[src/hdl/fir_pkg.sv]
// Filter widths and tap count, APB register map and the APB write-word union.
package fir_pkg;

	// Number of filter taps and the width of one I or Q sample or coefficient part.
	localparam int taps = 10;
	localparam int sample_w = 8;

	// Each partial sum holds a 16-bit product plus 4 bits of growth over 10 taps.
	localparam int acc_w = 20;

	// The final complex add or subtract needs one more bit.
	localparam int out_w = 21;

	// Enough bits to index any tap.
	localparam int tap_idx_w = 4;

	// APB bus widths.
	localparam int apb_addr_w = 8;
	localparam int apb_data_w = 16;

	// Register map. Coefficient k sits at addr_coef_base + 4*k.
	localparam logic [apb_addr_w-1:0] addr_ctrl = 8'h00;
	localparam logic [apb_addr_w-1:0] addr_coef_base = 8'h10;

	// One APB write word, read as a coefficient or as the control word.
	// The decoder chooses the view from the address.
	typedef union packed {
		struct packed {
			logic signed [sample_w-1:0] i;
			logic signed [sample_w-1:0] q;
		} coef;
		struct packed {
			logic [apb_data_w-3:0] reserved;
			logic clear;
			logic enable;
		} ctrl;
	} wr_word_t;

endpackage

[src/hdl/partial_if.sv]
// Interface for the four real partial sums and their valid bit from MAC to combiner.
`timescale 1ns/1ps

interface partial_if;
	import fir_pkg::*;

	// Sums named by sample part then coefficient part.
	logic signed [acc_w-1:0] sum_ii;
	logic signed [acc_w-1:0] sum_iq;
	logic signed [acc_w-1:0] sum_qi;
	logic signed [acc_w-1:0] sum_qq;
	logic valid;

	modport mac (
		output sum_ii,
		output sum_iq,
		output sum_qi,
		output sum_qq,
		output valid
	);

	modport combiner (
		input sum_ii,
		input sum_iq,
		input sum_qi,
		input sum_qq,
		input valid
	);

endinterface

[src/hdl/complex_combine.sv]
// Complex combiner forming real and imaginary outputs, with the output register.
`timescale 1ns/1ps

module complex_combine (
	input logic clock,
	input logic arst_n,
	partial_if.combiner part,
	output logic out_valid,
	output logic signed [fir_pkg::out_w-1:0] out_i,
	output logic signed [fir_pkg::out_w-1:0] out_q
);
	import fir_pkg::*;

	logic signed [out_w-1:0] re_next;
	logic signed [out_w-1:0] im_next;

	// (a + jb)(c + jd) gives ac - bd for the real part and ad + bc for the
	// imaginary part. Sums are sign extended first so nothing overflows.
	assign re_next = out_w'(part.sum_ii) - out_w'(part.sum_qq);
	assign im_next = out_w'(part.sum_iq) + out_w'(part.sum_qi);

	always_ff @(posedge clock) begin
		out_i <= re_next;
		out_q <= im_next;
	end

	always_ff @(posedge clock or negedge arst_n) begin
		if (!arst_n) begin
			out_valid <= 1'b0;
		end else begin
			out_valid <= part.valid;
		end
	end

	// Each set of partial sums yields exactly one output, one cycle later.
	a_valid_follows: assert property (
		@(posedge clock) disable iff (!arst_n) out_valid == $past(part.valid)
	);

endmodule

[src/flat_wrapper.sv]
// flat-port wrapper written by rule: the top's interface ports become plain ports
module complex_combine_flat import fir_pkg::*;
  (clock, arst_n, out_valid, out_i, out_q, part_sum_ii, part_sum_iq, part_sum_qi, part_sum_qq, part_valid);
  partial_if part_i ();
  input logic clock;
  input logic arst_n;
  output logic out_valid;
  output logic signed [fir_pkg::out_w-1:0] out_i;
  output logic signed [fir_pkg::out_w-1:0] out_q;
  input wire logic [$bits(part_i.sum_ii)-1:0] part_sum_ii;
  input wire logic [$bits(part_i.sum_iq)-1:0] part_sum_iq;
  input wire logic [$bits(part_i.sum_qi)-1:0] part_sum_qi;
  input wire logic [$bits(part_i.sum_qq)-1:0] part_sum_qq;
  input wire logic [$bits(part_i.valid)-1:0] part_valid;
  assign part_i.sum_ii = part_sum_ii;
  assign part_i.sum_iq = part_sum_iq;
  assign part_i.sum_qi = part_sum_qi;
  assign part_i.sum_qq = part_sum_qq;
  assign part_i.valid = part_valid;
  complex_combine u_core (.clock(clock), .arst_n(arst_n), .part(part_i), .out_valid(out_valid), .out_i(out_i), .out_q(out_q));
endmodule
[config.mk]
export PLATFORM = sky130hd
export DESIGN_NAME = complex_combine_flat
export DESIGN_NICKNAME = d
export VERILOG_FILES = /design/src/hdl/fir_pkg.sv /design/src/hdl/partial_if.sv /design/src/hdl/complex_combine.sv /design/src/flat_wrapper.sv
export SDC_FILE = /design/constraint.sdc
export NUM_CORES = 1
export LEC_CHECK = 0
export ABC_AREA = 0
export ABC_CLOCK_PERIOD_IN_PS = 800
export BUFFER_PORTS_ARGS = -buffer_cell sky130_fd_sc_hd__buf_2
export CAP_MARGIN = 20
export CORE_UTILIZATION = 44
export DETAILED_ROUTE_END_ITERATION = 8
export MAX_ROUTING_LAYER = met4
export PLACE_DENSITY = 0.82
export SLEW_MARGIN = 25
export SYNTH_ARGS = -nofsm -noshare
export SYNTH_HDL_FRONTEND = slang
export SYNTH_SLANG_ARGS = --single-unit
[constraint.sdc]
create_clock -name clock -period 0.8 [get_ports clock]
set_input_delay 0.04 -clock clock [delete_from_list [all_inputs] [get_ports clock]]
set_output_delay 0.04 -clock clock [all_outputs]
set_load 0.05 [all_outputs]
==> impl_metrics.toml <==
[place]
gp_congestion = 0.883
dp_cells = 631
numPortBuffers = 125
dpl_cell_area_sq_um = 4660
place_hpwl_um = 7290

[critical_path]
cp_slowest_cell = "o211ai_1"
critPathTopFamily = "compound AO/OA/AOI/OAI gates"
path_class = "primary input to flop"
max_stage_delay_ns = 0.48
critPathBufInv = 3
crit_path_start_kind = "primary input"
required_ns = 1.03
crit_top_cell = "o211ai_1"
worstPathCellList = "buf_2 > inv_2 > ha_4 > o211ai_1 > a21oi_4 > buf_6 > o211ai_1 > nand3_2 > a21oi_2 > xnor2_1"
worstPathArrival_ns = 1.96
cp-end-kind = "flop"
critPathMaxFanout = 3
path_depth = 10

[synth]
syn-num-nets = 472
syn_avg_cell_area_sq_um = 8.56
ys.flop_type = "dfxtp_1"
synth_edf_count = 0
postSynthCellCount = 347
ys_seq_elements = 43
syn-cell-area_sq_um = 2970
yosysWarnings = 0
ys_async_sr_fraction_pct = 2.33
ys_types = 49
synth-seq-area-share_pct = 29.1

[global_route]
gr-total-overflow = 0
grt_util_all_layers_pct = 34.9
grt_pass1_wl_um = 18900
antenna_found_initial = 1
grt_max_degree = 14
grt_pass1_vias = 4144

[cts]
cts_root_buf = "clkbuf_8"
h-tree-depth = 2
cts_max_path_buffers = 2
clk_pin_slew_worst_paths_ns = 0.10
clock_sinks = 43
cts_tree = "done"
cts_buffers = 5

[sta]
maxSlewViolCount = 0
fin_setup_tns_ns = -25.56
finalCritPeriodShare_pct = 216
hold_viol = 0
rsz0062_at_grt = "true"
setup_viol = 81
setup_ws_ns = -0.927
slew_headroom_pct = 36.2
min_period_ns = 1.73
max_freq_mhz = 579
worstMarginPinSlew_ns = 0.933

[detailed_routing]
drt_iter0_markers = 466
antenna_left = 0
drc = 12
num_vias = 4481
wl_per_cell_um = 27.4
first_pass_iters = 8
drt_wl_total_um = 18400
avgViaCountPerCell = 6.67

[floorplanning]
fp.dieArea_sq_um = 7080
rows = 29
die_w_um = 84.2
die_y_um = 84.2
core_region_area_sq_um = 6420
ios = 126
start_util_pct = 46.2

[layout]
layout_commonest_cell = "buf_4"
drive_above_1_share_pct = 69.2
nNetsFinal = 718
final_area_sq_um = 6130
final_core_util_pct = 95.4
layout_common_cells = "buf_4, buf_2, buf_6"
fin_cells = 672
fill_cells = 150
multi_input_comb_area_sq_um = 2820
final-seq-area_sq_um = 917
areaGrowthSynthToFinish_pct = 106

[pwr]
power_density_nw_per_um2 = 2000
peakVddDrop_mv = 1.51
p_leak_nw = 2.79
total_power_w = 0.0123

[status]
status = "finished, violations left"
violations = "design-rule violations, negative setup slack"

[hold_path]
hp-class = "primary input to async pin"

[job]
drv_cap = 0
## worst max-delay path by stage
stage | startpoint | to | slack [ns]
6_report | part_sum_qq[3] | u_core.out_i[18]$_DFF_P_ | -0.93
5_1_grt | part_sum_qi[6] | u_core.out_q[18]$_DFF_P_ | -1.18
4_1_cts | part_sum_qi[0] | u_core.out_q[14]$_DFF_P_ | -0.69
3_5_place_dp | part_sum_ii[0] | u_core.out_i[20]$_DFF_P_ | -1.08
3_3_place_gp | part_sum_ii[0] | u_core.out_i[20]$_DFF_P_ | -1.05
2_1_floorplan | part_sum_qi[0] | u_core.out_q[14]$_DFF_P_ | -0.81
## final cells by class
type	instances	share of cell area [%]
diodes	1	0.0408
clock buffers	6	1.35
clock inverters	2	0.572
inverters	27	2.02
multi-input cells	272	46.0
flip-flops and latches	43	15.0
well taps	77	1.57
repair buffers	244	33.5
## what timing repair did
| action | CTS | global route |
|---|---|---|
| endpoints found under the hold margin | 4 | 0 |
| setup endpoints to repair | 77 | 77 |
| gates resized for setup | 197 | 90 |
| setup buffers | 7 | 24 |
| pin swaps | 39 | 65 |
| hold buffers | 4 | 0 |
## synth_stat cells (3+ instances only)
library cell  instances  area (sq um)
nand3_1               6          30.0
o21ai_0              21           105
and3_1                4          25.0
a21oi_1              28           140
o211ai_1              6          45.0
dfxtp_1              42           841
xnor2_1              25           219
inv_1                27           101
ha_1                 40           500
a31oi_1               7          43.8
o21bai_1              5          37.5
nor2b_1               3          18.8
nor2_1               22          82.6
a21o_1               13          97.6
a211o_1               3          26.3
a211oi_1              7          52.6
nand2b_1              7          43.8
nand2_1              27           101
xor2_1                8          70.1
nor3_1                8          40.0
## per-stage QoR
step                setup slack [ns]  hold slack, ns
floorplan                     -0.812          -0.256
global placement               -1.05          -0.179
detailed placement             -1.08          -0.179
CTS                           -0.688          0.0174
global route                   -1.18          0.0372
finish                        -0.927          0.0453
## layer usage
metal | vias up | GRT usage, % | part of all wire [%]
li1 | 1740 | - | -
met1 | 2005 | 32.5 | 31
met2 | 477 | 65.1 | 46
met3 | 259 | 7.28 | 11
met4 | 0 | 21.6 | 13
met5 | - | - | 0
## sequential cells by signal, indices dropped and copies added (netlist names)
signal,count
u_core.out_valid,1
u_core.out_q,21
u_core.out_i,21
## power by group
group	switching, W	internal (W)	total [W]	leakage [nW]
registers	0.000352	0.00271	0.00306	0.366
clock network	0.000954	0.00102	0.00197	0.0612
logic	0.00408	0.00314	0.00723	2.36
total	0.00539	0.00687	0.0123	2.79
## cells by family after synthesis
group	share of synthesized area (%)
compound gates	24.3
simple gates	14.2
flops	29.1
fa+ha+maj	18.2
xor+xnor	9.73
buf+inv	4.38
No activity file was read; power rests on OpenSTA's default activity.
