--- src/hdl/fir_pkg.sv ---
// Filter widths and tap count, APB register map and the APB write-word union.
package fir_pkg;

	// Number of filter taps and the width of one I or Q sample or coefficient part.
	localparam int taps = 10;
	localparam int sample_w = 8;

	// Each partial sum holds a 16-bit product plus 4 bits of growth over 10 taps.
	localparam int acc_w = 20;

	// The final complex add or subtract needs one more bit.
	localparam int out_w = 21;

	// Enough bits to index any tap.
	localparam int tap_idx_w = 4;

	// APB bus widths.
	localparam int apb_addr_w = 8;
	localparam int apb_data_w = 16;

	// Register map. Coefficient k sits at addr_coef_base + 4*k.
	localparam logic [apb_addr_w-1:0] addr_ctrl = 8'h00;
	localparam logic [apb_addr_w-1:0] addr_coef_base = 8'h10;

	// One APB write word, read as a coefficient or as the control word.
	// The decoder chooses the view from the address.
	typedef union packed {
		struct packed {
			logic signed [sample_w-1:0] i;
			logic signed [sample_w-1:0] q;
		} coef;
		struct packed {
			logic [apb_data_w-3:0] reserved;
			logic clear;
			logic enable;
		} ctrl;
	} wr_word_t;

endpackage

--- src/hdl/coef_if.sv ---
// Interface for coefficient arrays, enable level and clear pulse from decoder to MAC.
`timescale 1ns/1ps

interface coef_if;
	import fir_pkg::*;

	// Complex coefficient for every tap, split into I and Q parts.
	logic signed [sample_w-1:0] coef_i [taps];
	logic signed [sample_w-1:0] coef_q [taps];

	// Level that lets samples into the delay line.
	logic enable;

	// Single-cycle pulse that empties the delay line.
	logic clear;

	// The decoder owns every signal.
	modport decoder (
		output coef_i,
		output coef_q,
		output enable,
		output clear
	);

	// The MAC stage only reads them.
	modport mac (
		input coef_i,
		input coef_q,
		input enable,
		input clear
	);

endinterface

--- src/hdl/apb_coef_decode.sv ---
// APB slave with coefficient and control registers, address decode and error response.
`timescale 1ns/1ps

module apb_coef_decode (
	input logic clock,
	input logic arst_n,
	input logic psel,
	input logic penable,
	input logic pwrite,
	input logic [fir_pkg::apb_addr_w-1:0] paddr,
	input fir_pkg::wr_word_t pwdata,
	output logic [fir_pkg::apb_data_w-1:0] prdata,
	output logic pready,
	output logic pslverr,
	coef_if.decoder coef
);
	import fir_pkg::*;

	logic access;
	logic ctrl_hit;
	logic coef_hit;
	logic [apb_addr_w-1:0] coef_off;
	logic [tap_idx_w-1:0] coef_idx;

	// Every transfer finishes in its first access cycle.
	assign pready = 1'b1;
	assign access = psel && penable;

	// Offset from coefficient 0. A valid slot is word aligned and below taps.
	assign coef_off = paddr - addr_coef_base;
	assign coef_idx = coef_off[tap_idx_w+1:2];
	assign ctrl_hit = (paddr == addr_ctrl);
	assign coef_hit = (paddr >= addr_coef_base) && (coef_off[1:0] == 2'b00) &&
		(coef_off[apb_addr_w-1:2] < taps);

	// Anything that is neither register is refused during the access cycle.
	assign pslverr = access && !(ctrl_hit || coef_hit);

	// Clear is decoded straight from the write, so it acts on the edge that ends
	// the access cycle and is never held in a register.
	assign coef.clear = access && pwrite && ctrl_hit && pwdata.ctrl.clear;

	// Register writes land at the end of the access cycle.
	always_ff @(posedge clock or negedge arst_n) begin
		if (!arst_n) begin
			coef.enable <= 1'b0;
			for (int k = 0; k < taps; k++) begin
				coef.coef_i[k] <= '0;
				coef.coef_q[k] <= '0;
			end
		end else if (access && pwrite) begin
			if (ctrl_hit) begin
				coef.enable <= pwdata.ctrl.enable;
			end
			if (coef_hit) begin
				coef.coef_i[coef_idx] <= pwdata.coef.i;
				coef.coef_q[coef_idx] <= pwdata.coef.q;
			end
		end
	end

	// Read data follows the address; control returns only the enable bit.
	// Unmapped addresses read as zero.
	always_comb begin
		prdata = '0;
		if (ctrl_hit) begin
			prdata[0] = coef.enable;
		end else if (coef_hit) begin
			prdata = {coef.coef_i[coef_idx], coef.coef_q[coef_idx]};
		end
	end

	// The error flag only belongs to an access cycle.
	a_slverr_in_access: assert property (
		@(posedge clock) disable iff (!arst_n) pslverr |-> (psel && penable)
	);

	// A master never raises penable outside a selected transfer.
	a_penable_needs_psel: assert property (
		@(posedge clock) disable iff (!arst_n) penable |-> psel
	);

endmodule

--- src/flat_wrapper.sv ---
// flat-port wrapper written by rule: the top's interface ports become plain ports
module apb_coef_decode_flat import fir_pkg::*;
  (clock, arst_n, psel, penable, pwrite, paddr, pwdata, prdata, pready, pslverr, coef_coef_i, coef_coef_q, coef_enable, coef_clear);
  coef_if coef_i ();
  input logic clock;
  input logic arst_n;
  input logic psel;
  input logic penable;
  input logic pwrite;
  input logic [fir_pkg::apb_addr_w-1:0] paddr;
  input fir_pkg::wr_word_t pwdata;
  output logic [fir_pkg::apb_data_w-1:0] prdata;
  output logic pready;
  output logic pslverr;
  output wire logic [$bits(coef_i.coef_i)-1:0] coef_coef_i;
  output wire logic [$bits(coef_i.coef_q)-1:0] coef_coef_q;
  output wire logic [$bits(coef_i.enable)-1:0] coef_enable;
  output wire logic [$bits(coef_i.clear)-1:0] coef_clear;
  assign coef_coef_i = {>>{coef_i.coef_i}};
  assign coef_coef_q = {>>{coef_i.coef_q}};
  assign coef_enable = coef_i.enable;
  assign coef_clear = coef_i.clear;
  apb_coef_decode u_core (.clock(clock), .arst_n(arst_n), .psel(psel), .penable(penable), .pwrite(pwrite), .paddr(paddr), .pwdata(pwdata), .prdata(prdata), .pready(pready), .pslverr(pslverr), .coef(coef_i));
endmodule
--- config.mk ---
export PLATFORM = sky130hd
export DESIGN_NAME = apb_coef_decode_flat
export DESIGN_NICKNAME = d
export VERILOG_FILES = /design/src/hdl/fir_pkg.sv /design/src/hdl/coef_if.sv /design/src/hdl/apb_coef_decode.sv /design/src/flat_wrapper.sv
export SDC_FILE = /design/constraint.sdc
export NUM_CORES = 1
export LEC_CHECK = 0
export ABC_AREA = 1
export BUFFER_PORTS_ARGS = -buffer_cell sky130_fd_sc_hd__buf_4
export CORE_MARGIN = 2
export CORE_UTILIZATION = 43
export CTS_CLUSTER_SIZE = 10
export DETAILED_ROUTE_END_ITERATION = 8
export PLACE_DENSITY = 0.69
export REMOVE_ABC_BUFFERS = 1
export SYNTH_ARGS = -nofsm -noshare
export SYNTH_HDL_FRONTEND = slang
export SYNTH_SLANG_ARGS = --single-unit
--- constraint.sdc ---
create_clock -name clock -period 2.1 [get_ports clock]
set_input_delay 0.21 -clock clock [delete_from_list [all_inputs] [get_ports clock]]
set_output_delay 0.21 -clock clock [all_outputs]
set_load 0.1 [all_outputs]
==> out/qor.yml <==
status: "finished clean"
ys_seq_elements: 161
drt-pass1-iter-count: 6
muxShareOfSynthArea: 0
grt_max_degree: 48
grt.total_usage: 0.286
wl_met1_um: 12700
setup.worst_path.start_class: "input pin"
power.leakage_nw: 6.46
wl_um: 30800
synthSimpleGateAreaFrac: 0.420
powerDensity_nw_per_um2: 665
num_io_pins: 209
min_period_ns: 2.02
yosysWarnings: 0
antenna_cells: 0
cts_made_buffers: 17
start_util: 0.434
wl_per_cell_um: 18.5
hold_viol: 0
synth_xor_area_frac: 0
crit_required_ns: 1.89
setup_viol: 0
h-tree-depth: 4
globalplace.congestion: 0.878
async_flop_share: 1.00
min_path_type: "in2reg"
clkSinkCount: 161
grt_pass1_vias: 8220
fin_nets: 1415
syn_area_um2: 8690
crit_path_top_delay_cell: "ha_1"
cp_num_buf_inv: 5
grt-ovfl-total: 0
grt_pass1_wl_um: 47400
first_iter_violations: 669
stdcell_count: 1665
insertion_delay_ns: 0.42
finalSetupTns_ns: 0
final_max_slew_viol_count: 0
clockBufferDepth: 2
crit_path_end_kind: "output pin"
critical_path.max_stage_delay_ns: 0.21
route.met3.wl_um: 2680
avgViaCountPerCell: 5.31
synth_top_area_frac: 0.463
cp.arrival_ns: 1.81
synth.distinct_cells: 27
synth_fa_ha_area_frac: 0.00576
synth_top_family_by_area: "simple AND/OR/NAND/NOR gates"
crit_family: "simple AND/OR/NAND/NOR gates"
core_um2: 20000
dieArea_um2: 21400
ir_drop_v: 0.000579
synth_commonest_cells: "nand2_1 (432), nand3_1 (211), dfrtp_1 (161)"
vias: 8837
yosys.cell_count.top_type: "nand2_1"
drive_above_1_share: 0.237
synth_edf_count: 0
yosys.area.top_type: "dfrtp_1"
placed_cells: 1632
syn_area_per_cell_um2: 7.34
crit_type: "in2out"
synth_area_leaders: "dfrtp_1 (46%), nand2_1 (19%), nand3_1 (12%)"
fp.dieH_um: 146
finalPower_mw: 7.54
tritoncts: "done"
postRouteAntennaNets: 0
numPortBuffers: 207
route.met2.wl_um: 14400
worst_clock_skew_ns: 0
drc: 0
num_rows: 52
netlist_instances: 1185
routed.top_layer: "met4"
worstPathCellList: "buf_4 -> inv_4 -> ha_1 -> nor2_2 -> nand2_1 -> nor2_2 -> nand3_4 -> buf_12 -> nor2_1 -> nand2_1 -> inv_1 -> buf_8"
antenna_found_initial: 0
cts_root_buf: "clkbuf_16"
synthFlopType: "dfrtp_1"
max_cap_violations: 0
synth-compound-area-share: 0.0294
place_hpwl_um: 21300
cp_max_fo: 14
max_freq_mhz: 496
rsz0062_at_grt: "false"
die_w_um: 146
min_period_over_period: 0.960
seq_area_frac_synth: 0.463
area.growth.synth_to_final_pct: 30.6
clk_pin_slew_worst_paths_ns: 0.07
==> worst paths after layout <==
path	from	cells after the start	slack (ns)	end
worst max-delay path	paddr[4]	12	0.08	prdata[3]
worst min-delay path	pwdata[15]	3	0.11	u_core.coef.coef_i[71]$_DFFE_PN0P_
worst max register to register	u_core.coef.coef_i[59]$_DFFE_PN0P_	2	1.38	u_core.coef.coef_i[59]$_DFFE_PN0P_
worst min register to register	u_core.coef.coef_i[40]$_DFFE_PN0P_	2	0.50	u_core.coef.coef_i[40]$_DFFE_PN0P_
max in group asynchronous	arst_n	3	1.21	u_core.coef.coef_q[14]$_DFFE_PN0P_
min in group asynchronous	arst_n	2	0.26	u_core.coef.coef_q[58]$_DFFE_PN0P_
==> registers in the layout (all words and copies together) (netlist names) <==
name / flops
u_core.coef.coef_q: 80
u_core.coef.coef_i: 80
u_core.coef.enable: 1
==> power breakdown <==
part | total [mW] | internal (mW) | leakage [nW] | switching (mW)
sequential | 3.17 | 3.14 | 2.25 | 0.0360
clock | 3.25 | 1.89 | 0.287 | 1.37
combinational | 1.12 | 0.282 | 3.93 | 0.835
total | 7.54 | 5.31 | 6.46 | 2.24
==> logic make-up after synthesis <==
group,count (synthesis)
fa+ha+maj,4
buf+inv,148
flops,161
compound gates,44
other cells,1
simple gates,827
==> cell usage in the layout (no fill, tap or decap), types with 3 or more instances in the layout <==
cell	netlist	layout
clkinvlp_4	0	4
o21ai_0	15	15
o21bai_1	14	14
clkinv_2	1	3
nand4_4	10	10
nand4_1	3	3
nand3_1	211	211
bufinv_16	0	3
buf_4	4	242
a21oi_1	15	15
ha_1	4	4
inv_6	0	5
clkbuf_16	0	17
dfrtp_1	161	161
nor2_2	14	15
nand2_1	432	432
nor2_1	145	144
nand2_2	6	6
inv_1	61	61
buf_12	0	15
==> final cells by class <==
class / instances / area [um^2]
fillers: 1913 / 8690
flip-flops and latches: 161 / 4030
multi-input cells: 876 / 3960
repair buffers: 261 / 2160
clock buffers: 17 / 425
well taps: 270 / 338
inverters: 65 / 248
clock inverters: 15 / 183
==> through the flow <==
| stage | area [um^2] | utilization | worst slack, ns | hold WS [ns] |
|---|---|---|---|---|
| CTS | 11300 | 0.565 | 0.0406 | 0.107 |
| global placement | 10700 | 0.534 | 0.0444 | 0.175 |
| global route | 11400 | 0.566 | 0.00770 | 0.112 |
| finish | 11400 | 0.566 | 0.0849 | 0.109 |
| detailed placement | 10700 | 0.534 | 0.0683 | 0.170 |
| floorplan | 8240 | - | -1.06 | -0.0856 |
==> layer usage <==
metal / vias up / GRT usage
li1: 4134 / -
met1: 4222 / 0.387
met2: 429 / 0.456
met3: 52 / 0.0578
met4: 0 / 0.110
met5: - / 0
==> timing repair <==
action                     in CTS  in global routing
setup endpoints to repair       0                  5
hold endpoints to repair       40                  0
setup buffers                   0                  0
resized for setup               0                  7
hold buffers                    1                  0
==> worst register-to-register path: stages (launching register included) <==
cell and delay [ns]:
dfrtp_1 0.46, nand2_1 0.10, nand2_1 0.05
Note: power is estimated with default switching activity, not from simulation.
